--- src/rename_pkg.sv ---
`default_nettype none

package rename_pkg;

    ////////////////////////////////////////
    // Sizes
    ////////////////////////////////////////

    // Architectural and physical register counts
    localparam int ARCH_REGS = 32;
    localparam int PHYS_REGS = 38;

    // Tags left over once every arch reg is mapped
    localparam int FREE_REGS = PHYS_REGS - ARCH_REGS;

    // Reorder buffer entries
    localparam int ROB_DEPTH = 8;

    // Pointer and counter widths for the queues
    localparam int FL_PTR_W  = $clog2(FREE_REGS);
    localparam int FL_CNT_W  = $clog2(FREE_REGS + 1);
    localparam int ROB_CNT_W = $clog2(ROB_DEPTH + 1);

    ////////////////////////////////////////
    // Tag types
    ////////////////////////////////////////

    typedef logic [$clog2(ARCH_REGS)-1:0] arch_reg_t;
    typedef logic [$clog2(PHYS_REGS)-1:0] phys_reg_t;
    typedef logic [$clog2(ROB_DEPTH)-1:0] rob_idx_t;

    ////////////////////////////////////////
    // Shared packets
    ////////////////////////////////////////

    // Incoming instruction at dispatch
    typedef struct packed {
        logic      rd_wen;
        arch_reg_t rd_arch;
        arch_reg_t rs1_arch;
        arch_reg_t rs2_arch;
    } disp_req_t;

    // Rename result, one cycle after acceptance
    typedef struct packed {
        logic      valid;
        rob_idx_t  rob_idx;
        phys_reg_t rd_new_phys;
        phys_reg_t rd_old_phys;
        phys_reg_t rs1_phys;
        logic      rs1_ready;
        phys_reg_t rs2_phys;
        logic      rs2_ready;
    } rename_rsp_t;

    // Completion pulse by ROB slot
    typedef struct packed {
        logic     valid;
        rob_idx_t rob_idx;
    } complete_t;

    // Payload held per ROB slot
    typedef struct packed {
        logic      rd_wen;
        arch_reg_t rd_arch;
        phys_reg_t rd_new_phys;
        phys_reg_t rd_old_phys;
    } rob_entry_t;

    // Retired instruction
    typedef struct packed {
        logic      valid;
        logic      rd_wen;
        arch_reg_t rd_arch;
        phys_reg_t rd_new_phys;
        phys_reg_t rd_old_phys;
    } commit_t;

    // Tag message, wakeup or release
    typedef struct packed {
        logic      valid;
        phys_reg_t phys;
    } phys_msg_t;

endpackage

`default_nettype wire

--- src/map_table.sv ---
`timescale 1ns/10ps
`default_nettype none

module map_table import rename_pkg::*; (
    input  logic      clock,
    input  logic      reset,

    // Source and destination lookups
    input  arch_reg_t rs1_arch_i,
    input  arch_reg_t rs2_arch_i,
    input  arch_reg_t rd_arch_i,

    // Destination rename
    input  logic      rename_we_i,
    input  phys_reg_t new_phys_i,

    // Completion wakeup
    input  phys_msg_t wakeup_i,

    output phys_reg_t rs1_phys_o,
    output logic      rs1_ready_o,
    output phys_reg_t rs2_phys_o,
    output logic      rs2_ready_o,
    output phys_reg_t old_phys_o
);

    // Speculative arch to phys map
    phys_reg_t              map_q [ARCH_REGS];

    // One ready bit per physical tag
    logic [PHYS_REGS-1:0]   ready_q;

    ////////////////////////////////////////
    // Lookups
    ////////////////////////////////////////

    // Reads see state from before this edge
    assign rs1_phys_o  = map_q[rs1_arch_i];
    assign rs2_phys_o  = map_q[rs2_arch_i];
    assign rs1_ready_o = ready_q[map_q[rs1_arch_i]];
    assign rs2_ready_o = ready_q[map_q[rs2_arch_i]];

    // Previous mapping of the destination
    assign old_phys_o  = map_q[rd_arch_i];

    ////////////////////////////////////////
    // Update
    ////////////////////////////////////////

    always_ff @(posedge clock) begin
        if (reset) begin
            // Identity map, everything ready
            for (int i = 0; i < ARCH_REGS; i++) begin
                map_q[i] <= phys_reg_t'(i);
            end
            ready_q <= '1;
        end else begin
            // Completing tag becomes ready
            if (wakeup_i.valid) begin
                ready_q[wakeup_i.phys] <= 1'b1;
            end
            // New tag pending until its producer completes
            if (rename_we_i) begin
                map_q[rd_arch_i]    <= new_phys_i;
                ready_q[new_phys_i] <= 1'b0;
            end
        end
    end

endmodule

`default_nettype wire

--- src/free_list.sv ---
`timescale 1ns/10ps
`default_nettype none

module free_list import rename_pkg::*; (
    input  logic      clock,
    input  logic      reset,

    // Pop the oldest free tag
    input  logic      alloc_i,

    // Old tag coming back at retire
    input  phys_msg_t release_i,

    output phys_reg_t alloc_phys_o,
    output logic      empty_o
);

    // Tag storage and queue state
    phys_reg_t           fifo_q [FREE_REGS];
    logic [FL_PTR_W-1:0] head_q;
    logic [FL_PTR_W-1:0] tail_q;
    logic [FL_CNT_W-1:0] count_q;

    logic                push;
    logic                pop;

    // Wrap at the list depth, not a power of two
    function automatic logic [FL_PTR_W-1:0] next_ptr(input logic [FL_PTR_W-1:0] ptr);
        if (ptr == FL_PTR_W'(FREE_REGS - 1)) begin
            return '0;
        end
        return ptr + 1'b1;
    endfunction

    // Head of the queue goes out directly
    assign alloc_phys_o = fifo_q[head_q];
    assign empty_o      = (count_q == '0);

    assign push = release_i.valid;
    assign pop  = alloc_i;

    always_ff @(posedge clock) begin
        if (reset) begin
            // Preload the tags past the arch range
            for (int i = 0; i < FREE_REGS; i++) begin
                fifo_q[i] <= phys_reg_t'(ARCH_REGS + i);
            end
            head_q  <= '0;
            tail_q  <= '0;
            count_q <= FL_CNT_W'(FREE_REGS);
        end else begin
            if (push) begin
                fifo_q[tail_q] <= release_i.phys;
                tail_q         <= next_ptr(tail_q);
            end
            if (pop) begin
                head_q <= next_ptr(head_q);
            end
            // Same-cycle pop and push leave the count alone
            if (push && !pop) begin
                count_q <= count_q + 1'b1;
            end else if (pop && !push) begin
                count_q <= count_q - 1'b1;
            end
        end
    end

endmodule

`default_nettype wire

--- src/rob.sv ---
`timescale 1ns/10ps
`default_nettype none

module rob import rename_pkg::*; (
    input  logic       clock,
    input  logic       reset,

    // Dispatch side
    input  logic       push_i,
    input  rob_entry_t entry_i,

    // Completion by slot
    input  complete_t  complete_i,

    output rob_idx_t   tail_idx_o,
    output logic       full_o,
    output phys_msg_t  wakeup_o,
    output phys_msg_t  release_o,
    output commit_t    commit_o
);

    // Slot payloads and completion flags
    rob_entry_t           entries_q [ROB_DEPTH];
    logic [ROB_DEPTH-1:0] done_q;

    // Circular pointers, wrap for free at 8
    rob_idx_t             head_q;
    rob_idx_t             tail_q;
    logic [ROB_CNT_W-1:0] count_q;

    logic                 retire;
    rob_entry_t           head_entry;
    rob_entry_t           cmpl_entry;

    assign tail_idx_o = tail_q;
    assign full_o     = (count_q == ROB_CNT_W'(ROB_DEPTH));

    assign head_entry = entries_q[head_q];
    assign cmpl_entry = entries_q[complete_i.rob_idx];

    ////////////////////////////////////////
    // Wakeup and release
    ////////////////////////////////////////

    // Wakeup straight from the completion port
    assign wakeup_o.valid = complete_i.valid && cmpl_entry.rd_wen;
    assign wakeup_o.phys  = cmpl_entry.rd_new_phys;

    // Oldest entry leaves once done
    assign retire = (count_q != '0) && done_q[head_q];

    // Displaced tag back to the free list
    assign release_o.valid = retire && head_entry.rd_wen;
    assign release_o.phys  = head_entry.rd_old_phys;

    ////////////////////////////////////////
    // Slot storage
    ////////////////////////////////////////

    always_ff @(posedge clock) begin
        if (push_i) begin
            entries_q[tail_q] <= entry_i;
        end
    end

    ////////////////////////////////////////
    // Pointers, flags and commit
    ////////////////////////////////////////

    always_ff @(posedge clock) begin
        if (reset) begin
            done_q         <= '0;
            head_q         <= '0;
            tail_q         <= '0;
            count_q        <= '0;
            commit_o.valid <= 1'b0;
        end else begin
            if (retire) begin
                done_q[head_q] <= 1'b0;
                head_q         <= head_q + 1'b1;
            end
            // New slot starts not done
            if (push_i) begin
                done_q[tail_q] <= 1'b0;
                tail_q         <= tail_q + 1'b1;
            end
            if (complete_i.valid) begin
                done_q[complete_i.rob_idx] <= 1'b1;
            end
            if (push_i && !retire) begin
                count_q <= count_q + 1'b1;
            end else if (retire && !push_i) begin
                count_q <= count_q - 1'b1;
            end
            // Registered view of the retiring entry
            commit_o.valid       <= retire;
            commit_o.rd_wen      <= head_entry.rd_wen;
            commit_o.rd_arch     <= head_entry.rd_arch;
            commit_o.rd_new_phys <= head_entry.rd_new_phys;
            commit_o.rd_old_phys <= head_entry.rd_old_phys;
        end
    end

endmodule

`default_nettype wire

--- src/rename_stage.sv ---
`timescale 1ns/10ps
`default_nettype none

module rename_stage import rename_pkg::*; (
    input  logic        clock,
    input  logic        reset,

    // Dispatch handshake
    input  logic        disp_valid_i,
    input  disp_req_t   disp_req_i,
    output logic        disp_ready_o,

    // Resource state
    input  logic        rob_full_i,
    input  logic        free_empty_i,
    input  phys_reg_t   alloc_phys_i,
    input  rob_idx_t    tail_idx_i,

    // Map table reads
    input  phys_reg_t   rs1_phys_i,
    input  logic        rs1_ready_i,
    input  phys_reg_t   rs2_phys_i,
    input  logic        rs2_ready_i,
    input  phys_reg_t   old_phys_i,

    output logic        alloc_o,
    output logic        rob_push_o,
    output rob_entry_t  rob_entry_o,
    output rename_rsp_t rename_o
);

    logic      accept;
    phys_reg_t new_tag;
    phys_reg_t old_tag;

    // Stall on a full ROB or empty free list, even without a destination
    assign disp_ready_o = !rob_full_i && !free_empty_i;
    assign accept       = disp_valid_i && disp_ready_o;

    // Only destination writers take a tag
    assign alloc_o    = accept && disp_req_i.rd_wen;
    assign rob_push_o = accept;

    // No destination, report zero tags
    assign new_tag = disp_req_i.rd_wen ? alloc_phys_i : '0;
    assign old_tag = disp_req_i.rd_wen ? old_phys_i : '0;

    assign rob_entry_o.rd_wen      = disp_req_i.rd_wen;
    assign rob_entry_o.rd_arch     = disp_req_i.rd_arch;
    assign rob_entry_o.rd_new_phys = new_tag;
    assign rob_entry_o.rd_old_phys = old_tag;

    ////////////////////////////////////////
    // Rename result register
    ////////////////////////////////////////

    always_ff @(posedge clock) begin
        if (reset) begin
            rename_o.valid <= 1'b0;
        end else begin
            // One-cycle pulse per acceptance
            rename_o.valid       <= accept;
            rename_o.rob_idx     <= tail_idx_i;
            rename_o.rd_new_phys <= new_tag;
            rename_o.rd_old_phys <= old_tag;
            rename_o.rs1_phys    <= rs1_phys_i;
            rename_o.rs1_ready   <= rs1_ready_i;
            rename_o.rs2_phys    <= rs2_phys_i;
            rename_o.rs2_ready   <= rs2_ready_i;
        end
    end

endmodule

`default_nettype wire

--- src/rename_core.sv ---
`timescale 1ns/10ps
`default_nettype none

module rename_core import rename_pkg::*; (
    input  logic        clock,
    input  logic        reset,

    input  logic        disp_valid_i,
    input  disp_req_t   disp_req_i,
    output logic        disp_ready_o,

    input  complete_t   complete_i,

    output rename_rsp_t rename_o,
    output commit_t     commit_o
);

    ////////////////////////////////////////
    // Internal wires
    ////////////////////////////////////////

    // Rename stage requests
    logic       alloc;
    logic       rob_push;
    rob_entry_t rob_entry;

    // Free list state
    phys_reg_t  alloc_phys;
    logic       free_empty;

    // ROB state and tag traffic
    rob_idx_t   tail_idx;
    logic       rob_full;
    phys_msg_t  wakeup;
    phys_msg_t  release_msg;

    // Map table reads
    phys_reg_t  rs1_phys;
    logic       rs1_ready;
    phys_reg_t  rs2_phys;
    logic       rs2_ready;
    phys_reg_t  old_phys;

    rename_stage u_rename_stage (
        .clock        (clock),
        .reset        (reset),
        .disp_valid_i (disp_valid_i),
        .disp_req_i   (disp_req_i),
        .disp_ready_o (disp_ready_o),
        .rob_full_i   (rob_full),
        .free_empty_i (free_empty),
        .alloc_phys_i (alloc_phys),
        .tail_idx_i   (tail_idx),
        .rs1_phys_i   (rs1_phys),
        .rs1_ready_i  (rs1_ready),
        .rs2_phys_i   (rs2_phys),
        .rs2_ready_i  (rs2_ready),
        .old_phys_i   (old_phys),
        .alloc_o      (alloc),
        .rob_push_o   (rob_push),
        .rob_entry_o  (rob_entry),
        .rename_o     (rename_o)
    );

    // Allocation doubles as the map write enable
    map_table u_map_table (
        .clock       (clock),
        .reset       (reset),
        .rs1_arch_i  (disp_req_i.rs1_arch),
        .rs2_arch_i  (disp_req_i.rs2_arch),
        .rd_arch_i   (disp_req_i.rd_arch),
        .rename_we_i (alloc),
        .new_phys_i  (alloc_phys),
        .wakeup_i    (wakeup),
        .rs1_phys_o  (rs1_phys),
        .rs1_ready_o (rs1_ready),
        .rs2_phys_o  (rs2_phys),
        .rs2_ready_o (rs2_ready),
        .old_phys_o  (old_phys)
    );

    free_list u_free_list (
        .clock        (clock),
        .reset        (reset),
        .alloc_i      (alloc),
        .release_i    (release_msg),
        .alloc_phys_o (alloc_phys),
        .empty_o      (free_empty)
    );

    rob u_rob (
        .clock      (clock),
        .reset      (reset),
        .push_i     (rob_push),
        .entry_i    (rob_entry),
        .complete_i (complete_i),
        .tail_idx_o (tail_idx),
        .full_o     (rob_full),
        .wakeup_o   (wakeup),
        .release_o  (release_msg),
        .commit_o   (commit_o)
    );

endmodule

`default_nettype wire

--- config.mk ---
export PLATFORM = sky130hd
export DESIGN_NAME = rename_core
export DESIGN_NICKNAME = d
export VERILOG_FILES = /design/src/rename_pkg.sv /design/src/map_table.sv /design/src/free_list.sv /design/src/rob.sv /design/src/rename_stage.sv /design/src/rename_core.sv
export SDC_FILE = /design/constraint.sdc
export NUM_CORES = 1
export LEC_CHECK = 0
export BUFFER_PORTS_ARGS = -buffer_cell sky130_fd_sc_hd__buf_2
export CORE_MARGIN = 5
export CORE_UTILIZATION = 40
export DETAILED_ROUTE_END_ITERATION = 8
export SYNTH_ARGS = -nofsm -noshare
export SYNTH_HDL_FRONTEND = slang
export SYNTH_HIERARCHICAL = 1
export SYNTH_SLANG_ARGS = --single-unit
--- constraint.sdc ---
create_clock -name clock -period 2.9 [get_ports clock]
set_clock_uncertainty 0.15 [all_clocks]
set_input_delay 0.29 -clock clock [delete_from_list [all_inputs] [get_ports clock]]
set_output_delay 0.29 -clock clock [all_outputs]
set_load 0.03 [all_outputs]
==> impl_metrics.csv, run 1 <==
group,metric,value,unit
outcome,status,"finished, violations left",
outcome,violations,"negative setup slack",
global_routing,grt_usage,0.207,
yosys,synthFlopType,"edfxtp_1",
worst_setup_path,path_class,"flip-flop to flip-flop",
power_and_ir_drop,seq_power_share,0.466,
cells_and_area,final_area,0.0300,mm²
yosys,syn_nets,1737,
yosys,yosysTopAreaCell,"edfxtp_1",
power_and_ir_drop,powerDensity,604,mW/mm²
yosys,syn_inst,1706,
power_and_ir_drop,pwr-share-clk,0.375,
detailed_routing,ant_nets,0,
power_and_ir_drop,p_int,13.3,mW
yosys,ys_top_cells_by_area,"edfxtp_1, mux4_2, dfxtp_1",
global_routing,antenna_found_initial,4,
sta,fin_crit_sh,1.05,
yosys,async_flop_share,0,
worst_setup_path,r2r_cells,9,
place,hpwlAfterDp,52400,µm
clock_tree,clock_latency,0.63,ns
detailed_routing,vias_per_cell,5.95,
yosys,synth.most_common_cell,"edfxtp_1",
yosys,synth_top_cell_area_share,0.504,
power_and_ir_drop,p_switching,4.82,mW
worst_setup_path,worst-path-max-fanout,6,
worst_hold_path,hp-start,"disp_req_i[15]",
yosys,yosysSeqAreaShare,0.561,
power_and_ir_drop,comb_power_share,0.159,
detailed_routing,vias,16400,
yosys,synth_edf_count,431,
global_routing,grt_pass1_vias,16500,
floorplan,core,0.0633,mm²
floorplan,die_height,263,µm
clock_tree,path_clk_slew,0.07,ns
sta,setup_viol,2,
place,io_buffers,72,
floorplan,io_pins,73,
sta,rsz0062_at_grt,"true",
yosys,synth_seq_cells,504,
floorplan,start_util,0.405,
yosys,yosys-top-cells-count,"edfxtp_1, mux4_2, and2_1, nor2_1, clkbuf_1",
yosys,yosys.cell_types.count,59,
clock_tree,clock-root-buffer,"clkbuf_16",
worst_setup_path,cp_data_arrival_time,3.27,ns
global_routing,grt_max_degree,54,
sta,worst_pin_slew,0.679,ns
worst_setup_path,crit_start,"u_map_table/map_q[4][0]",
power_and_ir_drop,leakage,10.0,nW
sta,min_period,3.05,ns
detailed_routing,drtIter0Drc,1695,
worst_hold_path,min_to,"u_rob/entries_q[4][17]",
sta,maxSlewHeadroom,0.546,
worst_setup_path,r2r_slack,-0.15,ns
power_and_ir_drop,swShare,0.265,
worst_setup_path,worst_setup_path_start_kind,"flip-flop",
worst_setup_path,cp-end-kind,"flip-flop",
sta,fmax,328,MHz
worst_hold_path,min_path_type,"input port to flip-flop",
power_and_ir_drop,irDropWorstVdd,0.417,mV
detailed_routing,wl_per_cell,26.7,µm
yosys,syn_area,0.0257,mm²
clock_tree,tritoncts,"built",
power_and_ir_drop,finalPower,18.1,mW
cells_and_area,drive_gt1_frac,0.355,
global_routing,grt.overflow.total,0,
detailed_routing,drc,0,
place,dpl_cell_area,0.0279,mm²
clock_tree,htreeDepth,2,
cells_and_area,final_net_count,1893,
clock_tree,numCtsBuffers,53,
floorplan,rows,92,
sta,slew_viol_final,0,
sta,finalHoldViolCount,0,
floorplan,die-area,0.0693,mm²
floorplan,die_x,263,µm
global_routing,grt_pass1_wl,109000,µm
place,gp_congestion,0.942,
sta,fin_ws,-0.150,ns
worst_setup_path,r2r-end,"u_rename_stage/rename_o[7]",
worst_setup_path,r2r_start,"u_map_table/map_q[4][0]",
clock_tree,cts.sinks,504,
clock_tree,clock_path_buffers,3,
run,drv_cap,0,
worst_hold_path,worstHoldPathCells,2,
yosys,yosysWarnings,6,
detailed_routing,dr.pass1.iters,5,
worst_setup_path,crit_required,3.12,ns
detailed_routing,wirelength,73500,µm
cells_and_area,syn_to_final_growth,17.0,%
yosys,syn-mean-instance-area,15.0,µm²
cells_and_area,final_util,0.475,
## placed cells by master (no fill, tap or decap), types with 6 or more instances in the layout
cell type	netlist	final
a21oi_1	52	51
a22oi_1	36	35
and2_1	151	150
buf_12	0	18
buf_2	12	68
buf_4	17	150
clkbuf_1	96	14
clkbuf_16	0	54
clkinv_1	1	9
clkinv_2	0	6
dfxtp_1	73	70
edfxtp_1	431	431
inv_1	15	14
mux2_2	39	38
mux2i_1	52	39
mux2i_2	1	8
mux2i_4	0	6
mux4_1	12	12
mux4_2	217	217
nand2_1	48	48
nand2b_1	28	27
nand3_1	9	8
nand3b_1	6	6
nand4_1	7	7
nor2_1	109	101
nor2_2	0	8
nor2b_1	7	6
nor3_1	14	12
nor3b_1	7	7
nor4_1	8	7
o211ai_1	6	6
o21bai_1	33	33
o22ai_1	9	9
or2_2	41	40
or3_1	87	87
## final cells by class
class / instances / area (µm²)
timing repair buffer: 249 / 2000
tap: 846 / 1060
fill: 5521 / 33300
clock inverter: 26 / 288
antenna: 1 / 2.50
sequential: 504 / 14400
clock buffer: 72 / 1450
multi-input combinational: 1037 / 10800
inverter: 17 / 66.3
## sequential cells by signal, indices dropped and copies added (netlist names), named ones only
| signal | cells |
|---|---|
| u_rob/done_q | 8 |
| u_free_list/head_q | 3 |
| u_free_list/count_q | 3 |
| u_rob/count_q | 4 |
| u_free_list/fifo_q | 48 |
| u_map_table/map_q | 192 |
| u_map_table/ready_q | 38 |
| u_rename_stage/rename_o | 30 |
| u_free_list/tail_q | 3 |
| u_rob/tail_idx_o | 3 |
| u_rob/commit_o | 19 |
| u_rob/entries_q | 144 |
| u_rob/head_q | 3 |
## layer usage
layer / routed length [µm] / up-vias / track usage / part of all wire
met5: 0 / - / 0 / 0
met4: 2380 / 0 / 0.0627 / 0.032
met3: 6090 / 135 / 0.0480 / 0.083
met2: 35000 / 742 / 0.334 / 0.48
met1: 30100 / 8475 / 0.282 / 0.41
li1: - / 7027 / - / -
## timing repair
item | 4_1_cts | 5_1_grt
hold buffers | 5 | 0
setup buffers | 2 | 5
pin swaps | 7 | 11
endpoints found under the hold margin | 11 | 0
gates resized for setup | 17 | 33
gates cloned | 1 | 1
setup endpoints to repair | 10 | 28
## critical path, cell delays in order, from the launching register on
cell and delay (ns):
edfxtp_1 0.47, mux4_2 0.49, mux4_2 0.54, mux2i_4 0.19, buf_12 0.16, buf_12 0.14
mux2i_1 0.23, a22oi_1 0.12, a22oi_1 0.22, a32oi_1 0.08
## how the worst max path moves through the flow
stage                                             to  depth (start not counted)
after floorplan                     u_rob/count_q[3]                         11
final                     u_rename_stage/rename_o[7]                          9
after CTS                 u_rename_stage/rename_o[7]                          9
after detailed placement  u_rename_stage/rename_o[7]                         10
after global routing      u_rename_stage/rename_o[7]                          9
after global placement    u_rename_stage/rename_o[7]                         10
## cell families (layout without fill, tap and decap cells)
logic type	count (synthesis)	in the layout	share of synthesized area
mux	322	322	0.241
simple gates	544	544	0.120
xor+xnor	6	6	0.00205
flops	504	504	0.561
compound gates	157	157	0.0409
other cells	0	1	0
fa+ha+maj	8	8	0.00448
buf+inv	165	364	0.0306
## power groups by stage
stage	Sequential, mW	Clock, mW	Combinational [mW]
floorplan	8.68	0	1.60
global placement	8.59	0	2.71
detailed placement	8.60	0	2.75
CTS	8.45	6.94	2.81
global route	8.49	7.26	3.06
finish	8.46	6.80	2.89
## metrics by stage
step	hold slack, ns	worst slack (ns)	TNS, ns	std cells
4_1_cts	0.00785	-0.0928	-0.154	2745
3_3_place_gp	0.321	-0.336	-0.592	2639
3_5_place_dp	0.344	-0.389	-0.844	2639
5_1_grt	0.0253	-0.209	-0.440	2751
6_report	0.0467	-0.150	-0.252	2752
2_1_floorplan	0.213	-0.0338	-0.0338	1706
Power figures use the tool's default switching activity.
==> run 2: changes to the inputs <==
- CTS_BUF_LIST: unset -> sky130_fd_sc_hd__clkbuf_16
- SKIP_LAST_GASP: unset -> 1
==> run 2 against run 1 <==
  * The run still ends with negative setup slack left
  * Critical path depth did not move
  * Die area did not move
  * Worst hold slack barely moved
  * Maximum frequency barely moved
  * Count of clock-buffer cells in the layout fell by 19
  * Critical path type unchanged
  * Largest power group unchanged
==> impl_metrics.csv, run 2 (synthesis results as in run 1) <==
group,metric,value,unit
cells_and_area,regMostFlops,"u_map_table/map_q",
detailed_routing,ant_nets,0,
cells_and_area,top_regs,"u_map_table/map_q (192), u_rob/entries_q (144), u_free_list/fifo_q (48)",
detailed_routing,vias,16400,
worst_setup_path,worst-path-max-fanout,6,
sta,min_period,3.05,ns
worst_setup_path,crit_required,3.12,ns
cells_and_area,final_net_count,1893,
cells_and_area,layout_common_cells,"edfxtp_1, mux4_2, buf_4, and2_1, nor2_1",
power_and_ir_drop,powerDensity,599,mW/mm²
global_routing,grt_pass1_vias,16500,
power_and_ir_drop,finalPower,18.0,mW
worst_setup_path,cp-end-kind,"flip-flop",
floorplan,die-area,0.0693,mm²
detailed_routing,dr.pass1.iters,5,
sta,setup_viol,2,
clock_tree,path_clk_slew,0.06,ns
floorplan,die_height,263,µm
sta,maxSlewHeadroom,0.554,
power_and_ir_drop,p_int,13.1,mW
cells_and_area,final_common_cell,"edfxtp_1",
outcome,violations,"negative setup slack",
place,io_buffers,72,
power_and_ir_drop,pwr-share-clk,0.368,
global_routing,grt.overflow.total,0,
detailed_routing,drtIter0Drc,1639,
detailed_routing,vias_per_cell,5.97,
clock_tree,numCtsBuffers,53,
detailed_routing,wl_per_cell,26.7,µm
global_routing,grt_util_met1,0.282,
worst_hold_path,min_path_type,"input port to flip-flop",
floorplan,start_util,0.405,
worst_setup_path,worst_setup_path_start_kind,"flip-flop",
global_routing,grt.busiest_layer,"met2",
power_and_ir_drop,seq_power_share,0.471,
floorplan,io_pins,73,
sta,fmax,328,MHz
global_routing,grt_max_degree,54,
worst_setup_path,path_class,"flip-flop to flip-flop",
worst_setup_path,cp_data_arrival_time,3.26,ns
sta,worst_pin_slew,0.668,ns
cells_and_area,final_util,0.474,
sta,slew_viol_final,0,
sta,fin_crit_sh,1.05,
sta,finalHoldViolCount,0,
place,gp_congestion,0.942,
global_routing,grt_usage,0.207,
power_and_ir_drop,irDropWorstVdd,0.414,mV
floorplan,rows,92,
sta,fin_ws,-0.148,ns
cells_and_area,antenna_cells,0,
clock_tree,clock_latency,0.63,ns
cells_and_area,largest_reg_flops,192,
detailed_routing,wirelength,73400,µm
power_and_ir_drop,comb_power_share,0.161,
cells_and_area,syn_to_final_growth,16.8,%
global_routing,grt_util_met2,0.334,
detailed_routing,drc,0,
floorplan,die_x,263,µm
global_routing,use_met3,0.0480,
power_and_ir_drop,p_switching,4.81,mW
run,drv_cap,0,
clock_tree,htreeDepth,2,
outcome,status,"finished, violations left",
power_and_ir_drop,swShare,0.268,
place,hpwlAfterDp,52400,µm
global_routing,antenna_found_initial,4,
floorplan,core,0.0633,mm²
cells_and_area,drive_gt1_frac,0.353,
clock_tree,cts.sinks,504,
clock_tree,clock_path_buffers,3,
clock_tree,clock-root-buffer,"clkbuf_16",
sta,rsz0062_at_grt,"true",
global_routing,grt_pass1_wl,109000,µm
clock_tree,tritoncts,"built",
power_and_ir_drop,leakage,10.1,nW
run 2: changes by cell type in the layout (fill, tap and decap cells not counted):
cell | previous run | this run
buf_6 | 4 | 5
buf_8 | 2 | 1
clkbuf_1 | 14 | 0
clkbuf_8 | 5 | 0
clkinv_1 | 9 | 11
dfxtp_1 | 70 | 71
dfxtp_2 | 2 | 1
diode_2 | 1 | 0
inv_1 | 14 | 28
inv_2 | 1 | 4
run 2: final timing paths:
path,startpoint,end,slack (ns),depth (start not counted)
worst max-delay path,u_map_table/map_q[4][0],u_rename_stage/rename_o[7],-0.15,9
worst min-delay path,disp_req_i[15],u_rob/entries_q[4][17],0.05,2
worst max register to register,u_map_table/map_q[4][0],u_rename_stage/rename_o[7],-0.15,9
worst min register to register,u_rob/done_q[0],u_rob/done_q[0],0.35,2
run 2: stage by stage:
step / setup TNS, ns / hold slack, ns / setup slack (ns) / std cells / cell area (µm²)
floorplan: -0.0338 / 0.213 / -0.0338 / 1706 / 25700
global placement: -0.592 / 0.321 / -0.336 / 2639 / 27900
detailed placement: -0.844 / 0.344 / -0.389 / 2639 / 27900
CTS: -0.154 / 0.00785 / -0.0928 / 2745 / 29700
global route: -1.54 / 0.0253 / -0.209 / 2751 / 30000
finish: -0.255 / 0.0469 / -0.148 / 2751 / 30000
run 2: worst max-delay path: stages (launching register included):
cell and delay (ns):
edfxtp_1 0.48, mux4_2 0.49, mux4_2 0.54, mux2i_4 0.19, buf_12 0.16, buf_12 0.14
mux2i_1 0.22, a22oi_1 0.12, a22oi_1 0.22, a32oi_1 0.08
run 2: power groups by stage:
| stage | logic [mW] | clock network, mW | registers (mW) |
|---|---|---|---|
| 6_report | 2.89 | 6.61 | 8.46 |
| 5_1_grt | 3.06 | 7.08 | 8.49 |
| 4_1_cts | 2.81 | 6.77 | 8.45 |
| 3_5_place_dp | 2.75 | 0 | 8.60 |
| 3_3_place_gp | 2.71 | 0 | 8.59 |
| 2_1_floorplan | 1.60 | 0 | 8.68 |
run 2: final cells by class:
cell class	instances	area, µm²
multi-input combinational	1037	10800
clock buffer	53	1330
fill	5531	33300
tap	846	1060
inverter	17	66.3
sequential	504	14400
timing repair buffer	249	2000
clock inverter	45	359
run 2: what timing repair did:
| item | in CTS | in global routing |
|---|---|---|
| setup buffers | 2 | 5 |
| gates cloned | 1 | 1 |
| resized for setup | 17 | 31 |
| hold endpoints to repair | 11 | 0 |
| hold buffers | 5 | 0 |
| pin swaps | 7 | 11 |
| endpoints found under the setup margin | 10 | 28 |
run 2: routing by layer:
layer  wire length, µm  part of all wire
met5                 0                 0
met4              2310             0.032
met3              5950             0.081
met2             35100              0.48
met1             30100              0.41
